<file path="src/rtl/mem_map_pkg.sv">
package mem_map_pkg;

    typedef enum logic [1:0] {
        SIZE_BYTE = 2'b00,
        SIZE_HALF = 2'b01,
        SIZE_WORD = 2'b10,
        SIZE_NONE = 2'b11
    } mem_size_t;

    // Encoded as the load funct3
    typedef enum logic [2:0] {
        LD_LB  = 3'b000,
        LD_LH  = 3'b001,
        LD_LW  = 3'b010,
        LD_LBU = 3'b100,
        LD_LHU = 3'b101
    } load_kind_t;

    // One-hot store target, zero when no store
    typedef enum logic [2:0] {
        TGT_NONE = 3'b000,
        TGT_DMEM = 3'b001,
        TGT_IMEM = 3'b010,
        TGT_IO   = 3'b100
    } mem_target_t;

endpackage

</file>
<file path="src/rtl/rv_isa_pkg.sv">
package rv_isa_pkg;

    // Major opcode, inst[6:2]
    typedef enum logic [4:0] {
        OPC_LOAD      = 5'b00000,
        OPC_ARI_ITYPE = 5'b00100,
        OPC_AUIPC     = 5'b00101,
        OPC_STORE     = 5'b01000,
        OPC_ARI_RTYPE = 5'b01100,
        OPC_LUI       = 5'b01101,
        OPC_BRANCH    = 5'b11000,
        OPC_JALR      = 5'b11001,
        OPC_JAL       = 5'b11011
    } opcode_t;

    // Loads
    localparam logic [2:0] F3_LB  = 3'b000;
    localparam logic [2:0] F3_LH  = 3'b001;
    localparam logic [2:0] F3_LW  = 3'b010;
    localparam logic [2:0] F3_LBU = 3'b100;
    localparam logic [2:0] F3_LHU = 3'b101;

    // Stores
    localparam logic [2:0] F3_SB = 3'b000;
    localparam logic [2:0] F3_SH = 3'b001;
    localparam logic [2:0] F3_SW = 3'b010;

    // Branches
    localparam logic [2:0] F3_BEQ  = 3'b000;
    localparam logic [2:0] F3_BNE  = 3'b001;
    localparam logic [2:0] F3_BLT  = 3'b100;
    localparam logic [2:0] F3_BGE  = 3'b101;
    localparam logic [2:0] F3_BLTU = 3'b110;
    localparam logic [2:0] F3_BGEU = 3'b111;

    // Register and immediate arithmetic
    localparam logic [2:0] F3_ADD_SUB = 3'b000;
    localparam logic [2:0] F3_SLL     = 3'b001;
    localparam logic [2:0] F3_SLT     = 3'b010;
    localparam logic [2:0] F3_SLTU    = 3'b011;
    localparam logic [2:0] F3_XOR     = 3'b100;
    localparam logic [2:0] F3_SRL_SRA = 3'b101;
    localparam logic [2:0] F3_OR      = 3'b110;
    localparam logic [2:0] F3_AND     = 3'b111;

    typedef struct packed {
        logic [6:0] funct7;
        logic [4:0] rs2;
        logic [4:0] rs1;
        logic [2:0] funct3;
        logic [4:0] rd;
        logic [6:0] opcode;
    } rtype_t;

    typedef struct packed {
        logic [6:0] imm_hi;
        logic [4:0] rs2;
        logic [4:0] rs1;
        logic [2:0] funct3;
        logic [4:0] imm_lo;
        logic [6:0] opcode;
    } stype_t;

    // One instruction word, two field layouts
    typedef union packed {
        rtype_t rtype;
        stype_t stype;
    } rv_inst_u;

endpackage
</file>
<file path="src/rtl/mem_ctrl_if.sv">
`timescale 1ns/1ns

interface mem_ctrl_if import mem_map_pkg::*; (
    input logic clk,
    input logic arst_n
);

    mem_size_t   size;
    mem_target_t target;
    logic        din_sel;
    logic        is_load;
    load_kind_t  load_kind;
    logic        valid;

    modport ctrl (
        output size, target, din_sel, is_load, load_kind, valid
    );

    modport store_side (
        input clk, arst_n, size, target, din_sel, valid
    );

    modport load_side (
        input clk, arst_n, is_load, load_kind, valid
    );

endinterface

</file>
<file path="src/rtl/rv_mem_stage.sv">
`timescale 1ns/1ns

module rv_mem_stage #(
    parameter logic [3:0] IO_REGION = 4'h8
) (
    input  logic        clk,
    input  logic        arst_n,
    input  logic        inst_valid,
    input  logic [31:0] pc,
    input  logic [31:0] addr,
    input  logic [31:0] inst,
    input  logic [31:0] wb_inst,
    input  logic [31:0] rs2_data,
    input  logic [31:0] wb_data,
    input  logic [31:0] rd_data,
    output logic        br_inst,
    output logic [31:0] rd_addr,
    output logic [31:0] wr_addr,
    output logic [31:0] wr_data,
    output logic [3:0]  wr_mask,
    output logic        dmem_en,
    output logic        imem_en,
    output logic        io_en,
    output logic [31:0] ld_data,
    output logic        ld_valid
);

    mem_ctrl_if ctrl_bus (
        .clk    (clk),
        .arst_n (arst_n)
    );

    mem_control #(
        .IO_REGION (IO_REGION)
    ) u_mem_control (
        .inst_valid (inst_valid),
        .pc         (pc),
        .addr       (addr),
        .inst       (inst),
        .wb_inst    (wb_inst),
        .br_inst    (br_inst),
        .bus        (ctrl_bus.ctrl)
    );

    store_align u_store_align (
        .bus      (ctrl_bus.store_side),
        .addr     (addr),
        .rs2_data (rs2_data),
        .wb_data  (wb_data),
        .wr_addr  (wr_addr),
        .wr_data  (wr_data),
        .wr_mask  (wr_mask),
        .dmem_en  (dmem_en),
        .imem_en  (imem_en),
        .io_en    (io_en)
    );

    load_align u_load_align (
        .bus      (ctrl_bus.load_side),
        .addr     (addr),
        .rd_data  (rd_data),
        .ld_data  (ld_data),
        .ld_valid (ld_valid)
    );

    // Synchronous read memory is addressed straight from the stage
    assign rd_addr = addr;

endmodule

</file>
<file path="src/rtl/load_align.sv">
`timescale 1ns/1ns

module load_align import mem_map_pkg::*; (
    mem_ctrl_if.load_side bus,
    input  logic [31:0]   addr,
    input  logic [31:0]   rd_data,
    output logic [31:0]   ld_data,
    output logic          ld_valid
);

    logic       ld_pend;
    load_kind_t kind_q;
    logic [1:0] off_q;
    logic [7:0] byte_sel;
    logic [15:0] half_sel;

    always_ff @(posedge bus.clk or negedge bus.arst_n) begin
        if (!bus.arst_n) begin
            ld_pend <= 1'b0;
        end else begin
            ld_pend <= bus.valid && bus.is_load;
        end
    end

    always_ff @(posedge bus.clk) begin
        if (bus.valid && bus.is_load) begin
            kind_q <= bus.load_kind;
            off_q  <= addr[1:0];
        end
    end

    assign byte_sel = rd_data[{off_q, 3'b000} +: 8];
    assign half_sel = off_q[1] ? rd_data[31:16] : rd_data[15:0];

    always_comb begin
        case (kind_q)
            LD_LB:   ld_data = {{24{byte_sel[7]}}, byte_sel};
            LD_LBU:  ld_data = {24'd0, byte_sel};
            LD_LH:   ld_data = {{16{half_sel[15]}}, half_sel};
            LD_LHU:  ld_data = {16'd0, half_sel};
            default: ld_data = rd_data;
        endcase
    end

    // Read data lands the cycle after the request
    assign ld_valid = ld_pend;

endmodule

</file>
<file path="src/rtl/store_align.sv">
`timescale 1ns/1ns

module store_align import mem_map_pkg::*; (
    mem_ctrl_if.store_side bus,
    input  logic [31:0]    addr,
    input  logic [31:0]    rs2_data,
    input  logic [31:0]    wb_data,
    output logic [31:0]    wr_addr,
    output logic [31:0]    wr_data,
    output logic [3:0]     wr_mask,
    output logic           dmem_en,
    output logic           imem_en,
    output logic           io_en
);

    logic [31:0] store_data;
    logic [31:0] lane_data;
    logic [3:0]  lane_mask;
    logic        store_req;

    assign store_data = bus.din_sel ? wb_data : rs2_data;
    assign store_req  = bus.valid && (bus.target != TGT_NONE) && (bus.size != SIZE_NONE);

    always_comb begin
        case (bus.size)
            SIZE_BYTE: begin
                lane_data = {4{store_data[7:0]}};
                lane_mask = 4'b0001 << addr[1:0];
            end
            SIZE_HALF: begin
                lane_data = {2{store_data[15:0]}};
                lane_mask = addr[1] ? 4'b1100 : 4'b0011;
            end
            SIZE_WORD: begin
                lane_data = store_data;
                lane_mask = 4'b1111;
            end
            default: begin
                lane_data = store_data;
                lane_mask = 4'b0000;
            end
        endcase
    end

    always_ff @(posedge bus.clk or negedge bus.arst_n) begin
        if (!bus.arst_n) begin
            wr_mask <= 4'b0000;
            dmem_en <= 1'b0;
            imem_en <= 1'b0;
            io_en   <= 1'b0;
        end else if (store_req) begin
            wr_mask <= lane_mask;
            dmem_en <= bus.target[0];
            imem_en <= bus.target[1];
            io_en   <= bus.target[2];
        end else begin
            wr_mask <= 4'b0000;
            dmem_en <= 1'b0;
            imem_en <= 1'b0;
            io_en   <= 1'b0;
        end
    end

    // Payload only moves with a store
    always_ff @(posedge bus.clk) begin
        if (store_req) begin
            wr_addr <= {addr[31:2], 2'b00};
            wr_data <= lane_data;
        end
    end

endmodule

</file>
<file path="src/rtl/mem_control.sv">
`timescale 1ns/1ns

module mem_control import rv_isa_pkg::*, mem_map_pkg::*; #(
    parameter logic [3:0] IO_REGION = 4'h8
) (
    input  logic        inst_valid,
    input  logic [31:0] pc,
    input  logic [31:0] addr,
    input  rv_inst_u    inst,
    input  rv_inst_u    wb_inst,
    output logic        br_inst,
    mem_ctrl_if.ctrl    bus
);

    opcode_t    opcode;
    opcode_t    wb_opcode;
    logic [2:0] funct3;
    mem_size_t  size_dec;
    logic       store_ok;
    logic       load_ok;
    load_kind_t kind_dec;
    logic       wb_writes_rd;

    assign opcode    = opcode_t'(inst.rtype.opcode[6:2]);
    assign wb_opcode = opcode_t'(wb_inst.rtype.opcode[6:2]);
    assign funct3    = inst.rtype.funct3;

    always_comb begin
        size_dec = SIZE_NONE;
        load_ok  = 1'b0;
        kind_dec = LD_LW;
        br_inst  = 1'b0;
        case (opcode)
            OPC_STORE: begin
                case (funct3)
                    F3_SB:   size_dec = SIZE_BYTE;
                    F3_SH:   size_dec = SIZE_HALF;
                    F3_SW:   size_dec = SIZE_WORD;
                    default: size_dec = SIZE_NONE;
                endcase
            end
            OPC_LOAD: begin
                load_ok = 1'b1;
                case (funct3)
                    F3_LB:   kind_dec = LD_LB;
                    F3_LH:   kind_dec = LD_LH;
                    F3_LW:   kind_dec = LD_LW;
                    F3_LBU:  kind_dec = LD_LBU;
                    F3_LHU:  kind_dec = LD_LHU;
                    default: load_ok  = 1'b0;
                endcase
            end
            OPC_BRANCH: begin
                case (funct3)
                    F3_BEQ, F3_BNE, F3_BLT, F3_BGE, F3_BLTU, F3_BGEU: br_inst = 1'b1;
                    default: br_inst = 1'b0;
                endcase
            end
            default: ;
        endcase
    end

    assign store_ok = (size_dec != SIZE_NONE);

    // Previous instruction actually writes a destination register
    assign wb_writes_rd = wb_opcode inside {OPC_ARI_RTYPE, OPC_ARI_ITYPE, OPC_LOAD,
                                            OPC_JAL, OPC_JALR, OPC_LUI, OPC_AUIPC};

    always_comb begin
        bus.target = TGT_NONE;
        if (inst_valid && store_ok) begin
            if (addr[31:28] == IO_REGION) begin
                bus.target = TGT_IO;
            end else if (pc[30]) begin
                bus.target = TGT_IMEM;
            end else begin
                bus.target = TGT_DMEM;
            end
        end
    end

    assign bus.valid     = inst_valid;
    assign bus.size      = inst_valid ? size_dec : SIZE_NONE;
    assign bus.is_load   = inst_valid && load_ok;
    assign bus.load_kind = kind_dec;

    // Store data hazard on rs2
    assign bus.din_sel = store_ok && wb_writes_rd
                      && (wb_inst.rtype.rd != 5'd0)
                      && (wb_inst.rtype.rd == inst.stype.rs2);

endmodule

</file>
<file path="config.mk">
export PLATFORM = sky130hd
export DESIGN_NAME = rv_mem_stage
export DESIGN_NICKNAME = d
export VERILOG_FILES = /design/src/rtl/mem_map_pkg.sv /design/src/rtl/rv_isa_pkg.sv /design/src/rtl/mem_ctrl_if.sv /design/src/rtl/rv_mem_stage.sv /design/src/rtl/load_align.sv /design/src/rtl/store_align.sv /design/src/rtl/mem_control.sv
export SDC_FILE = /design/constraint.sdc
export NUM_CORES = 1
export LEC_CHECK = 0
export BUFFER_PORTS_ARGS = -buffer_cell sky130_fd_sc_hd__buf_2
export CORE_AREA = 5 5 137 139
export CTS_CLUSTER_DIAMETER = 100
export DETAILED_ROUTE_END_ITERATION = 10
export DIE_AREA = 0 0 142 144
export GPL_ROUTABILITY_DRIVEN = 0
export HOLD_SLACK_MARGIN = 0.15
export PLACE_DENSITY = 0.63
export SETUP_SLACK_MARGIN = 0.15
export SLEW_MARGIN = 20
export SYNTH_ARGS = -nofsm -noshare
export SYNTH_HDL_FRONTEND = slang
export SYNTH_SLANG_ARGS = --single-unit
</file>
<file path="constraint.sdc">
create_clock -name clk -period 2.8 [get_ports clk]
set_clock_uncertainty 0.2 [all_clocks]
set_input_delay 0.28 -clock clk [delete_from_list [all_inputs] [get_ports clk]]
set_output_delay 0.28 -clock clk [all_outputs]
set_load 0.02 [all_outputs]
</file>
==> reports/metrics.cfg, run 1 <==
[status]
status=finished, final reports clean

[layout]
area_growth_pct=65.6
n_antenna_cell=0
final_common_cell=buf_2
final_cell_mix=289 x buf_2, 93 x dlygate4sd3_1, 67 x edfxtp_1
drive_above_1_share_pct=45.0
fillers=1691
num-nets-final=981

[drt]
drt-pass1-iter-count=4
drt-vias-per-instance=4.46
wirelength_um=15800
wl_per_cell_um=16.0
postRouteAntennaNets=0
drt_iter0_drc=207
routed-via-count=4399
post-route-drc-count=0

[worst_setup_path]
cp-end-kind=register
worstPathArrival_ns=2.45
critPathBufInv=3
crit_type=in -> reg
crit_family=buffers and inverters
cp.required_ns=2.68
crit_start=wb_inst[11]
path_depth=7
cp_max_fo=11
crit_chain=buf_2, xor2_1, or4_4, nor4_4, buf_12, mux2_2, dlygate4sd3_1
critPathSlowestCell=dlygate4sd3_1
critPathMaxStageDelay_ns=0.56
start_kind=input port
crit_end=u_store_align.wr_data[4]$_DFFE_PP_

[cts]
clock-root-buffer=clkbuf_16
cts_tree=built
htreeDepth=3
cts.sinks=75
cts_made_buffers=9
path_clk_slew_ns=0.06
clk_path_buf_depth=2

[min_path]
min_path_type=in -> reg
min_from=rs2_data[1]

[global_routing]
grt_max_degree=65
grt_usage_pct=14.4
grt_pass1_vias=4548
grt_pass1_wl_um=23200
antenna_found_initial=0
overflow=0

[timing]
maxSlewHeadroom_pct=55.6
timing.fmax_mhz=390
fin_crit_ns=2.57
rsz0062_at_grt=true
tightestPinTransition_ns=0.665
fin_tns_setup_ns=0
fin_crit_sh_pct=91.6
setup_violations=0
drv_slew=0
hold_viol_final=0

[yosys]
yosysSeqAreaShare_pct=50.6
synth_area_leaders=edfxtp_1 46%, mux2i_1 11%, buf_4 5.8%, dfrtp_1 4.6%, nand2_1 4.1%
synth_area_um2=4370
synth_top_area_share_pct=46.0
ys_warn_count=0
synth_cell_types=44
synth_top_area_cell=edfxtp_1
netlist_instances=391
syn_avg_cell_area_um2=11.2
synth-seq-cells=75

[die]
die_w_um=142
design.portCount=364
die_y_um=144
num_rows=49
start_util_pct=24.9
coreArea_um2=17500
die_area_um2=20400

[pwr]
total_power_mw=2.93
vdd_drop_max_mv=0.255
p_leak_nw=3.42
pwr_density_cell_nw_per_um2=405

[flow_run]
maxCapViolations=0

[place]
port_buffers=289
hpwl_um=11400

## Yosys cell counts (all sizes together)
master and instances:
or4b 1, nor2b 2, a22o 3, buf 41
nor4 5, nand4 1, and4b 1, and3 1
nand2 48, clkbuf 10, and2 10, or3 1
conb 1, nand3 2, a21o 2, nor2 33
a31oi 1, o21bai 3, nor3 3, mux2i 49
o21ai 12, dfrtp 8, xor2 4, nand2b 5
o211ai 1, a211oi 9, mux2 15, inv 6
edfxtp 67, a221o 13, o2111a 1, a21oi 22
or4 3, o311ai 1, xnor2 2, nor3b 1
a211o 3
## repair_timing
action                     in CTS  in global routing
hold endpoints to repair       75                  0
resized for setup               0                  4
setup endpoints to repair       0                 14
setup buffers                   0                  4
hold buffers                   93                  0
## worst min-delay path, cell delays in order
cell and delay, ns:
buf_2 0.11, mux2i_1 0.07, mux2i_1 0.12
## layout make-up
type,count,area (µm²),area share (%)
clock buffers,9,225,3.11
clock inverters,6,90.1,1.24
inverters,6,26.3,0.363
multi-input cells,260,1820,25.1
flip-flops and latches,75,2210,30.6
well taps,229,287,3.96
repair buffers,402,2580,35.7
## layer usage
| metal | wire length, µm | track usage (%) | vias to the layer above |
|---|---|---|---|
| met1 | 6280 | 17.4 | 2076 |
| met3 | 1070 | 3.70 | 16 |
| li1 | - | - | 2131 |
| met4 | 252 | 4.39 | 0 |
| met2 | 8180 | 25.2 | 176 |
| met5 | 0 | 0 | - |
## power breakdown
part	switching, mW	internal [mW]	total [mW]	leakage (nW)
combinational	0.221	0.248	0.469	2.55
sequential	0.00263	1.22	1.23	0.713
clock	0.456	0.778	1.23	0.152
total	0.680	2.25	2.93	3.42
## stage by stage
step | instances | setup slack (ns) | util (%) | area [µm²] | hold WS [ns]
2_1_floorplan | 392 | 0.178 | - | 4380 | -0.216
3_3_place_gp | 874 | 0.0142 | 33.7 | 5920 | -0.0771
3_5_place_dp | 874 | 0.0166 | 33.7 | 5920 | -0.0721
4_1_cts | 982 | 0.176 | 40.9 | 7160 | 0.153
5_1_grt | 987 | 0.122 | 41.3 | 7240 | 0.174
6_report | 987 | 0.235 | 41.3 | 7240 | 0.164
## how the worst min path moves through the flow
stage / depth (start not counted) / slack, ns / endpoint
6_report: 3 / 0.16 / u_store_align.wr_data[9]$_DFFE_PP_
3_5_place_dp: 1 / -0.07 / u_store_align.imem_en$_DFF_PN0_
5_1_grt: 4 / 0.17 / u_store_align.wr_data[27]$_DFFE_PP_
4_1_cts: 4 / 0.15 / u_store_align.wr_data[29]$_DFFE_PP_
3_3_place_gp: 1 / -0.08 / u_store_align.dmem_en$_DFF_PN0_
2_1_floorplan: 0 / -0.22 / u_load_align.ld_valid$_DFF_PN0_
## cell families after synthesis
logic type             share of synthesized area [%]
AND/OR/NAND/NOR                                 13.0
buffers and inverters                           8.25
XOR/XNOR                                        1.20
multiplexers                                    15.4
flip-flops                                      50.6
other                                         0.0858
AO/OA/AOI/OAI                                   11.4
## flip-flops by register name (all words and copies together), names as in the netlist, 2 cells and up
register,flops
u_load_align.off_q,2
u_store_align.wr_addr,30
u_store_align.wr_data,32
u_load_align.kind_q,3
u_store_align.wr_mask,4
Power figures use the tool's default switching activity.
==> inputs of run 2 (changes only) <==
Settings changed: CELL_PAD_IN_SITES_DETAIL_PLACEMENT set to 2, CELL_PAD_IN_SITES_GLOBAL_PLACEMENT set to 2, CORE_AREA 5 5 137 139 to not set, CORE_ASPECT_RATIO set to 1.75, CORE_MARGIN set to 5, CORE_UTILIZATION set to 21, CTS_BUF_LIST set to sky130_fd_sc_hd__clkbuf_4 sky130_fd_sc_hd__clkbuf_8, DIE_AREA 0 0 142 144 to not set, PLACE_DENSITY 0.63 to 0.87.
==> run 2 against run 1 <==
  * Sequential power barely moved
  * Critical endpoint is now u_store_align.wr_data[28]$_DFFE_PP_
  * Final area increased by 1.8%
  * First-iteration DRC count down 25%
  * Final cell count increased by 4.1%
  * Core utilization fell by 5.1 points
  * Clock-buffer cell count is the same
  * Combinational power up 11%
  * Hold slack better by 0.012 ns
  * Sequential cell count is the same
  * Via count rose by 8.4%
==> reports/metrics.cfg, run 2 (synthesis results as in run 1) <==
[pwr]
vdd_drop_max_mv=0.207  ; was 0.255 mV
swShare_pct=28.1  ; was 23.2%
pwr-share-comb_pct=19.7  ; was 16.0%
clkPwrFrac_pct=33.9  ; was 42.1%
p_leak_nw=3.46  ; was 3.42 nW
total_power_mw=2.64  ; was 2.93 mW
pwr_density_cell_nw_per_um2=358  ; was 405 nW/µm²
internal_power_mw=1.90  ; was 2.25 mW
seqPwrFrac_pct=46.4  ; was 41.9%
switching_power_mw=0.743  ; was 0.680 mW

[cts]
clk_path_buf_depth=2  ; unchanged
clock-root-buffer=clkbuf_8  ; was clkbuf_16
path_clk_slew_ns=0.09  ; was 0.06 ns
htreeDepth=3  ; unchanged
cts_made_buffers=9  ; unchanged
cts_tree=built  ; unchanged
cts.sinks=75  ; unchanged

[layout]
final_cell_mix=287 x buf_2, 99 x dlygate4sd3_1, 67 x edfxtp_1  ; was 289 x buf_2, 93 x dlygate4sd3_1, 67 x edfxtp_1
top_regs=u_store_align.wr_data x32, u_store_align.wr_addr x30, u_store_align.wr_mask x4  ; unchanged
fin_cells=1027  ; was 987
n_antenna_cell=0  ; unchanged
drive_above_1_share_pct=46.0  ; was 45.0%
post-route-util_pct=36.2  ; was 41.3%
top_register=u_store_align.wr_data  ; unchanged
final_cell_area_um2=7370  ; was 7240 µm²
final_common_cell=buf_2  ; unchanged
num-nets-final=1001  ; was 981
largest_reg_flops=32  ; unchanged
area_growth_pct=68.7  ; was 65.6%
fillers=2220  ; was 1,691

[drt]
wl_per_cell_um=23.1  ; was 16.0 µm
postRouteAntennaNets=0  ; unchanged
routed-via-count=4767  ; was 4,399
post-route-drc-count=0  ; unchanged
drt_iter0_drc=155  ; was 207
drt-vias-per-instance=4.64  ; was 4.46
drt-pass1-iter-count=4  ; unchanged
wirelength_um=23700  ; was 15,800 µm

[timing]
fin_crit_sh_pct=93.9  ; was 91.6%
setup_violations=0  ; unchanged
timing.fmax_mhz=380  ; was 390 MHz
hold_viol_final=0  ; unchanged
drv_slew=0  ; unchanged
fin_crit_ns=2.63  ; was 2.57 ns
setup_ws_ns=0.171  ; was 0.235 ns
rsz0062_at_grt=true  ; unchanged

[die]
die_w_um=119  ; was 142 µm
design.portCount=364  ; unchanged
die_y_um=201  ; was 144 µm
coreArea_um2=20400  ; was 17,500 µm²
num_rows=69  ; was 49
start_util_pct=21.4  ; was 24.9%
die_area_um2=23900  ; was 20,400 µm²

[status]
status=finished, final reports clean  ; unchanged

[place]
dpl_worst_slack_ns=-0.0706  ; was 0.0166 ns
port_buffers=289  ; unchanged
placedCellCount=902  ; was 874
place_area_um2=6030  ; was 5920 µm²
hpwl_um=15500  ; was 11,400 µm

[min_path]
min_path_type=in -> reg  ; unchanged

[global_routing]
grt_max_degree=27  ; was 65
overflow=0  ; unchanged
grt_pass1_vias=5573  ; was 4,548
grt_usage_pct=19.2  ; was 14.4%
grt_pass1_wl_um=34600  ; was 23,200 µm
antenna_found_initial=1  ; was 0

[worst_setup_path]
crit_chain=dlygate4sd3_1, buf_4, nand2_2, o211ai_2, nor4_4, buf_6, buf_12, mux2_2, a221o_1  ; was buf_2, xor2_1, or4_4, nor4_4, buf_12, mux2_2, dlygate4sd3_1
worstPathArrival_ns=2.55  ; was 2.45 ns
cp_max_fo=12  ; was 11
cp.required_ns=2.72  ; was 2.68 ns
crit_type=in -> reg  ; unchanged
critPathMaxStageDelay_ns=0.55  ; was 0.56 ns
critPathSlowestCell=dlygate4sd3_1  ; unchanged
cp-end-kind=register  ; unchanged
start_kind=input port  ; unchanged

[flow_run]
maxCapViolations=0  ; unchanged

-- run 2: timing repair --
| action | 4_1_cts | 5_1_grt |
|---|---|---|
| cloned | 0 | 1 |
| endpoints found under the hold margin | 78 | 0 |
| endpoints found under the setup margin | 23 | 16 |
| buffers inserted | 3 | 6 |
| pin swaps | 2 | 2 |
| resized for setup | 6 | 7 |
| hold buffers | 99 | 0 |
-- run 2: cell type report --
| cell class | count | area (µm²) | area share, % |
|---|---|---|---|
| Clock inverter | 7 | 75.1 | 1.02 |
| Timing Repair Buffer | 422 | 2790 | 37.8 |
| Clock buffer | 9 | 124 | 1.68 |
| Inverter | 6 | 30.0 | 0.407 |
| Tap cell | 248 | 310 | 4.21 |
| Sequential cell | 75 | 2210 | 30.0 |
| Multi-Input combinational cell | 260 | 1830 | 24.9 |
-- run 2: worst paths after layout --
check                       startpoint                             endpoint  cells past startpoint
max in group asynchronous       arst_n   u_store_align.wr_mask[3]$_DFF_PN0_                      3
max                           inst[13]  u_store_align.wr_data[28]$_DFFE_PP_                      9
min in group asynchronous       arst_n      u_store_align.imem_en$_DFF_PN0_                      3
min                        wb_data[24]  u_store_align.wr_data[24]$_DFFE_PP_                      3
-- run 2: stage by stage --
| step | hold WS (ns) | setup TNS, ns |
|---|---|---|
| after CTS | 0.150 | 0 |
| final | 0.176 | 0 |
| after global placement | -0.0806 | -0.218 |
| after detailed placement | -0.0729 | -0.302 |
| after global routing | 0.176 | 0 |
| after floorplan | -0.216 | 0 |
-- run 2: worst max-delay path: cells and delay by family --
kind / cells / cell delay [ns]
buffers and inverters: 4 / 1.05
and+or+nand+nor: 2 / 0.34
AOI/OAI and AO/OA: 2 / 0.49
muxes: 1 / 0.38
-- run 2: power groups by stage --
stage	Sequential, mW	Combinational, mW	Clock, mW
detailed placement	1.25	0.387	0
global placement	1.25	0.371	0
CTS	1.23	0.500	0.907
global route	1.23	0.557	0.965
finish	1.23	0.520	0.897
floorplan	1.26	0.188	0
-- run 2: per-layer routing --
layer / routed length (µm) / part of all wire, % / GRT usage (%) / up-vias
met4: 775 / 3.3 / 7.09 / 2
met1: 7760 / 33 / 18.1 / 2348
li1: - / - / - / 2179
met5: 11 / 0.046 / 0 / -
met3: 1450 / 6.1 / 5.30 / 41
met2: 13700 / 58 / 38.2 / 197
==> inputs of run 3 (changes only) <==
Settings changed: ABC_AREA set to 1, CORE_UTILIZATION 21 to 20, CTS_CLUSTER_SIZE set to 20, PLACE_DENSITY 0.87 to 0.88.
==> run 3 against run 2 <==
  * Clock power rose by 8.7%
  * Final cell count rose by 15%
  * Power rose by 2.2%
  * Die area rose by 8.7%
  * Combinational power fell by 4.2%
  * Sequential share of layout area rose by 1.1 points
  * Fmax rose by 3.2%
  * Synthesized cell count rose by 39%
  * Sequential cell count did not move
  * Critical path type is now reg -> out
  * Critical endpoint is now ld_data[19]
==> reports/metrics.cfg, run 3 <==
[global_routing]
busiest_layer=met2  ; unchanged
antenna_found_initial=2  ; was 1
grt_usage_pct=17.7  ; was 19.2%
grt_pass1_vias=5936  ; was 5,573
overflow=0  ; unchanged
grt_pass1_wl_um=34700  ; was 34,600 µm
grt_use_met3_pct=2.70  ; was 5.30%
grt_use_met2_pct=35.4  ; was 38.2%
grt_max_degree=42  ; was 27
grt_use_met1_pct=17.9  ; was 18.1%

[drt]
drt-vias-per-instance=4.39  ; was 4.64
drt_iter0_drc=204  ; was 155
wl_per_cell_um=20.4  ; was 23.1 µm
postRouteAntennaNets=0  ; unchanged
wirelength_um=24100  ; was 23,700 µm
routed-via-count=5194  ; was 4,767
drt-pass1-iter-count=4  ; unchanged
post-route-drc-count=0  ; unchanged

[layout]
top_regs=u_store_align.wr_data x32, u_store_align.wr_addr x30, u_store_align.wr_mask x4  ; unchanged
fillers=2681  ; was 2,220
largest_reg_flops=32  ; unchanged
top_register=u_store_align.wr_data  ; unchanged
final_cell_area_um2=7110  ; was 7370 µm²
final_common_cell=buf_2  ; unchanged
final-seq-area_um2=2210  ; unchanged
fin_cells=1184  ; was 1,027
multi_input_area_um2=1610  ; was 1830 µm²
num-nets-final=1106  ; was 1,001
drive_above_1_share_pct=39.6  ; was 46.0%
post-route-util_pct=31.5  ; was 36.2%
final_cell_mix=289 x buf_2, 109 x nand2_1, 101 x inv_1  ; was 287 x buf_2, 99 x dlygate4sd3_1, 67 x edfxtp_1
area_growth_pct=56.4  ; was 68.7%

[yosys]
synth_cell_types=35  ; was 44
synth_top_area_share_pct=44.2  ; was 46.0%
synthAdderAreaFrac_pct=0  ; unchanged
synth-seq-cells=75  ; unchanged
ys.flop_type=edfxtp_1  ; unchanged
synth_top_family_by_area=simple AND/OR/NAND/NOR gates  ; was multiplexers
synthMuxAreaShare_pct=0  ; was 15.4%
synth_common_cells=111 x nand2_1, 102 x inv_1, 67 x edfxtp_1  ; was 67 x edfxtp_1, 49 x mux2i_1, 48 x nand2_1
synth-async-reset-ratio_pct=10.7  ; unchanged
synth-simple-area-share_pct=25.3  ; was 13.0%
netlist_instances=543  ; was 391
syn_avg_cell_area_um2=8.38  ; was 11.2 µm²
synth_edf_count=67  ; unchanged
synth_area_leaders=edfxtp_1 44%, nand2_1 9.2%, inv_1 8.4%, nand3_1 6.7%, buf_4 6.1%  ; was edfxtp_1 46%, mux2i_1 11%, buf_4 5.8%, dfrtp_1 4.6%, nand2_1 4.1%
synth-xor-area-share_pct=0.193  ; was 1.20%
ys_warn_count=0  ; unchanged
yosysMostFrequentCell=nand2_1  ; was edfxtp_1
synth_area_um2=4550  ; was 4370 µm²
yosysSeqAreaShare_pct=48.6  ; was 50.6%
synth_compound_area_share_pct=8.78  ; was 11.4%
synth_top_area_cell=edfxtp_1  ; unchanged

[cts]
cts_tree=built  ; unchanged
cts.sinks=75  ; unchanged
path_clk_slew_ns=0.09  ; about the same
cts_made_buffers=9  ; unchanged
htreeDepth=3  ; unchanged
clk_path_buf_depth=2  ; unchanged
clock-root-buffer=clkbuf_8  ; unchanged

[die]
coreArea_um2=22600  ; was 20,400 µm²
die_area_um2=26000  ; was 23,900 µm²
design.portCount=364  ; unchanged
die_y_um=209  ; was 201 µm
start_util_pct=20.2  ; was 21.4%
num_rows=73  ; was 69
die_w_um=124  ; was 119 µm

[flow_run]
maxCapViolations=0  ; unchanged

[timing]
hold_viol_final=0  ; unchanged
fin_crit_sh_pct=91.0  ; was 93.9%
timing.fmax_mhz=393  ; was 380 MHz
drv_slew=0  ; unchanged
fin_tns_setup_ns=0  ; unchanged
maxSlewHeadroom_pct=55.9
fin_crit_ns=2.55  ; was 2.63 ns
setup_ws_ns=0.253  ; was 0.171 ns
tightestPinTransition_ns=0.661
setup_violations=0  ; unchanged
fin_worst_hold_slack_ns=0.155  ; was 0.176 ns
rsz0062_at_grt=true  ; unchanged

[worst_setup_path]
cp-end-kind=output port  ; was register
crit_type=reg -> out  ; was in -> reg
cp.required_ns=2.32  ; was 2.72 ns
start_kind=register  ; was input port
worstPathArrival_ns=2.07  ; was 2.55 ns
cp_max_fo=21  ; was 12

[place]
hpwl_um=16900  ; was 15,500 µm
dpl_worst_slack_ns=0.283  ; was -0.0706 ns
placedCellCount=1091  ; was 902
port_buffers=289  ; unchanged
place_area_um2=6100  ; was 6030 µm²

[status]
status=finished, final reports clean  ; unchanged

[min_path]
min_path_type=in -> reg  ; unchanged

[pwr]
pwr_density_cell_nw_per_um2=380  ; was 358 nW/µm²
total_power_mw=2.70  ; was 2.64 mW
vdd_drop_max_mv=0.217  ; was 0.207 mV
p_leak_nw=3.67  ; was 3.46 nW

## run 3: cell types whose count changed in the layout (fill, tap and decap cells not counted), moves of 9 or more
cell	previous run	this run
a211oi_1	9	0
a21oi_1	22	9
a221o_1	13	0
buf_4	28	13
dlygate4sd3_1	99	73
inv_1	4	101
mux2i_1	48	0
nand2_1	47	109
nand3_1	2	61
nand4_1	1	25
nor2_1	33	13
o21ai_0	10	28
## run 3: worst paths after layout
| kind | from | to | slack (ns) | cells past startpoint |
|---|---|---|---|---|
| worst max-delay path | u_load_align.kind_q[1]$_SDFFCE_PP1P_ | ld_data[19] | 0.25 | 7 |
| max in group asynchronous | arst_n | u_store_align.wr_mask[2]$_DFF_PN0_ | 1.42 | 3 |
| worst min-delay path | wb_data[23] | u_store_align.wr_data[23]$_DFFE_PP_ | 0.15 | 5 |
| min in group asynchronous | arst_n | u_store_align.wr_mask[3]$_DFF_PN0_ | 0.71 | 3 |
## run 3: final cells by class
type | count | share of cell area (%)
Sequential cell | 75 | 31.1
Inverter | 107 | 5.65
Tap cell | 300 | 5.28
Antenna cell | 1 | 0.0352
Timing Repair Buffer | 376 | 32.3
Clock inverter | 6 | 1.27
Multi-Input combinational cell | 310 | 22.7
Clock buffer | 9 | 1.74
## run 3: power breakdown
group	internal, mW	total (mW)	switching, mW
Clock	0.501	0.975	0.473
Sequential	1.22	1.23	0.00297
Combinational	0.224	0.498	0.274
Total	1.95	2.70	0.751
## run 3: worst max-delay path: stages, from the launching register on
cell      delay [ns]
edfxtp_1        0.42
buf_4           0.24
nor3_1          0.25
a22oi_2         0.15
nand2_2         0.16
nand3_4         0.16
o21ai_0         0.13
buf_2           0.20
## run 3: kinds of logic (layout without fill, tap and decap cells)
family / after synthesis / after routing
AND/OR/NAND/NOR: 241 / 242
buffers and inverters: 160 / 498
flip-flops: 75 / 75
AO/OA/AOI/OAI: 65 / 65
other: 1 / 3
XOR/XNOR: 1 / 1
## run 3: layer usage
metal	vias to the layer above	part of all wire, %
met2	186	57
li1	2431	-
met5	-	0.029
met1	2538	35
met3	37	4.6
met4	2	2.7
## run 3: repair_timing
item | in CTS | in global routing
endpoints found under the hold margin | 74 | 0
buffers inserted | 2 | 1
gates cloned | 0 | 1
pin swaps | 0 | 2
endpoints found under the setup margin | 26 | 17
resized for setup | 4 | 5
hold buffers | 73 | 0
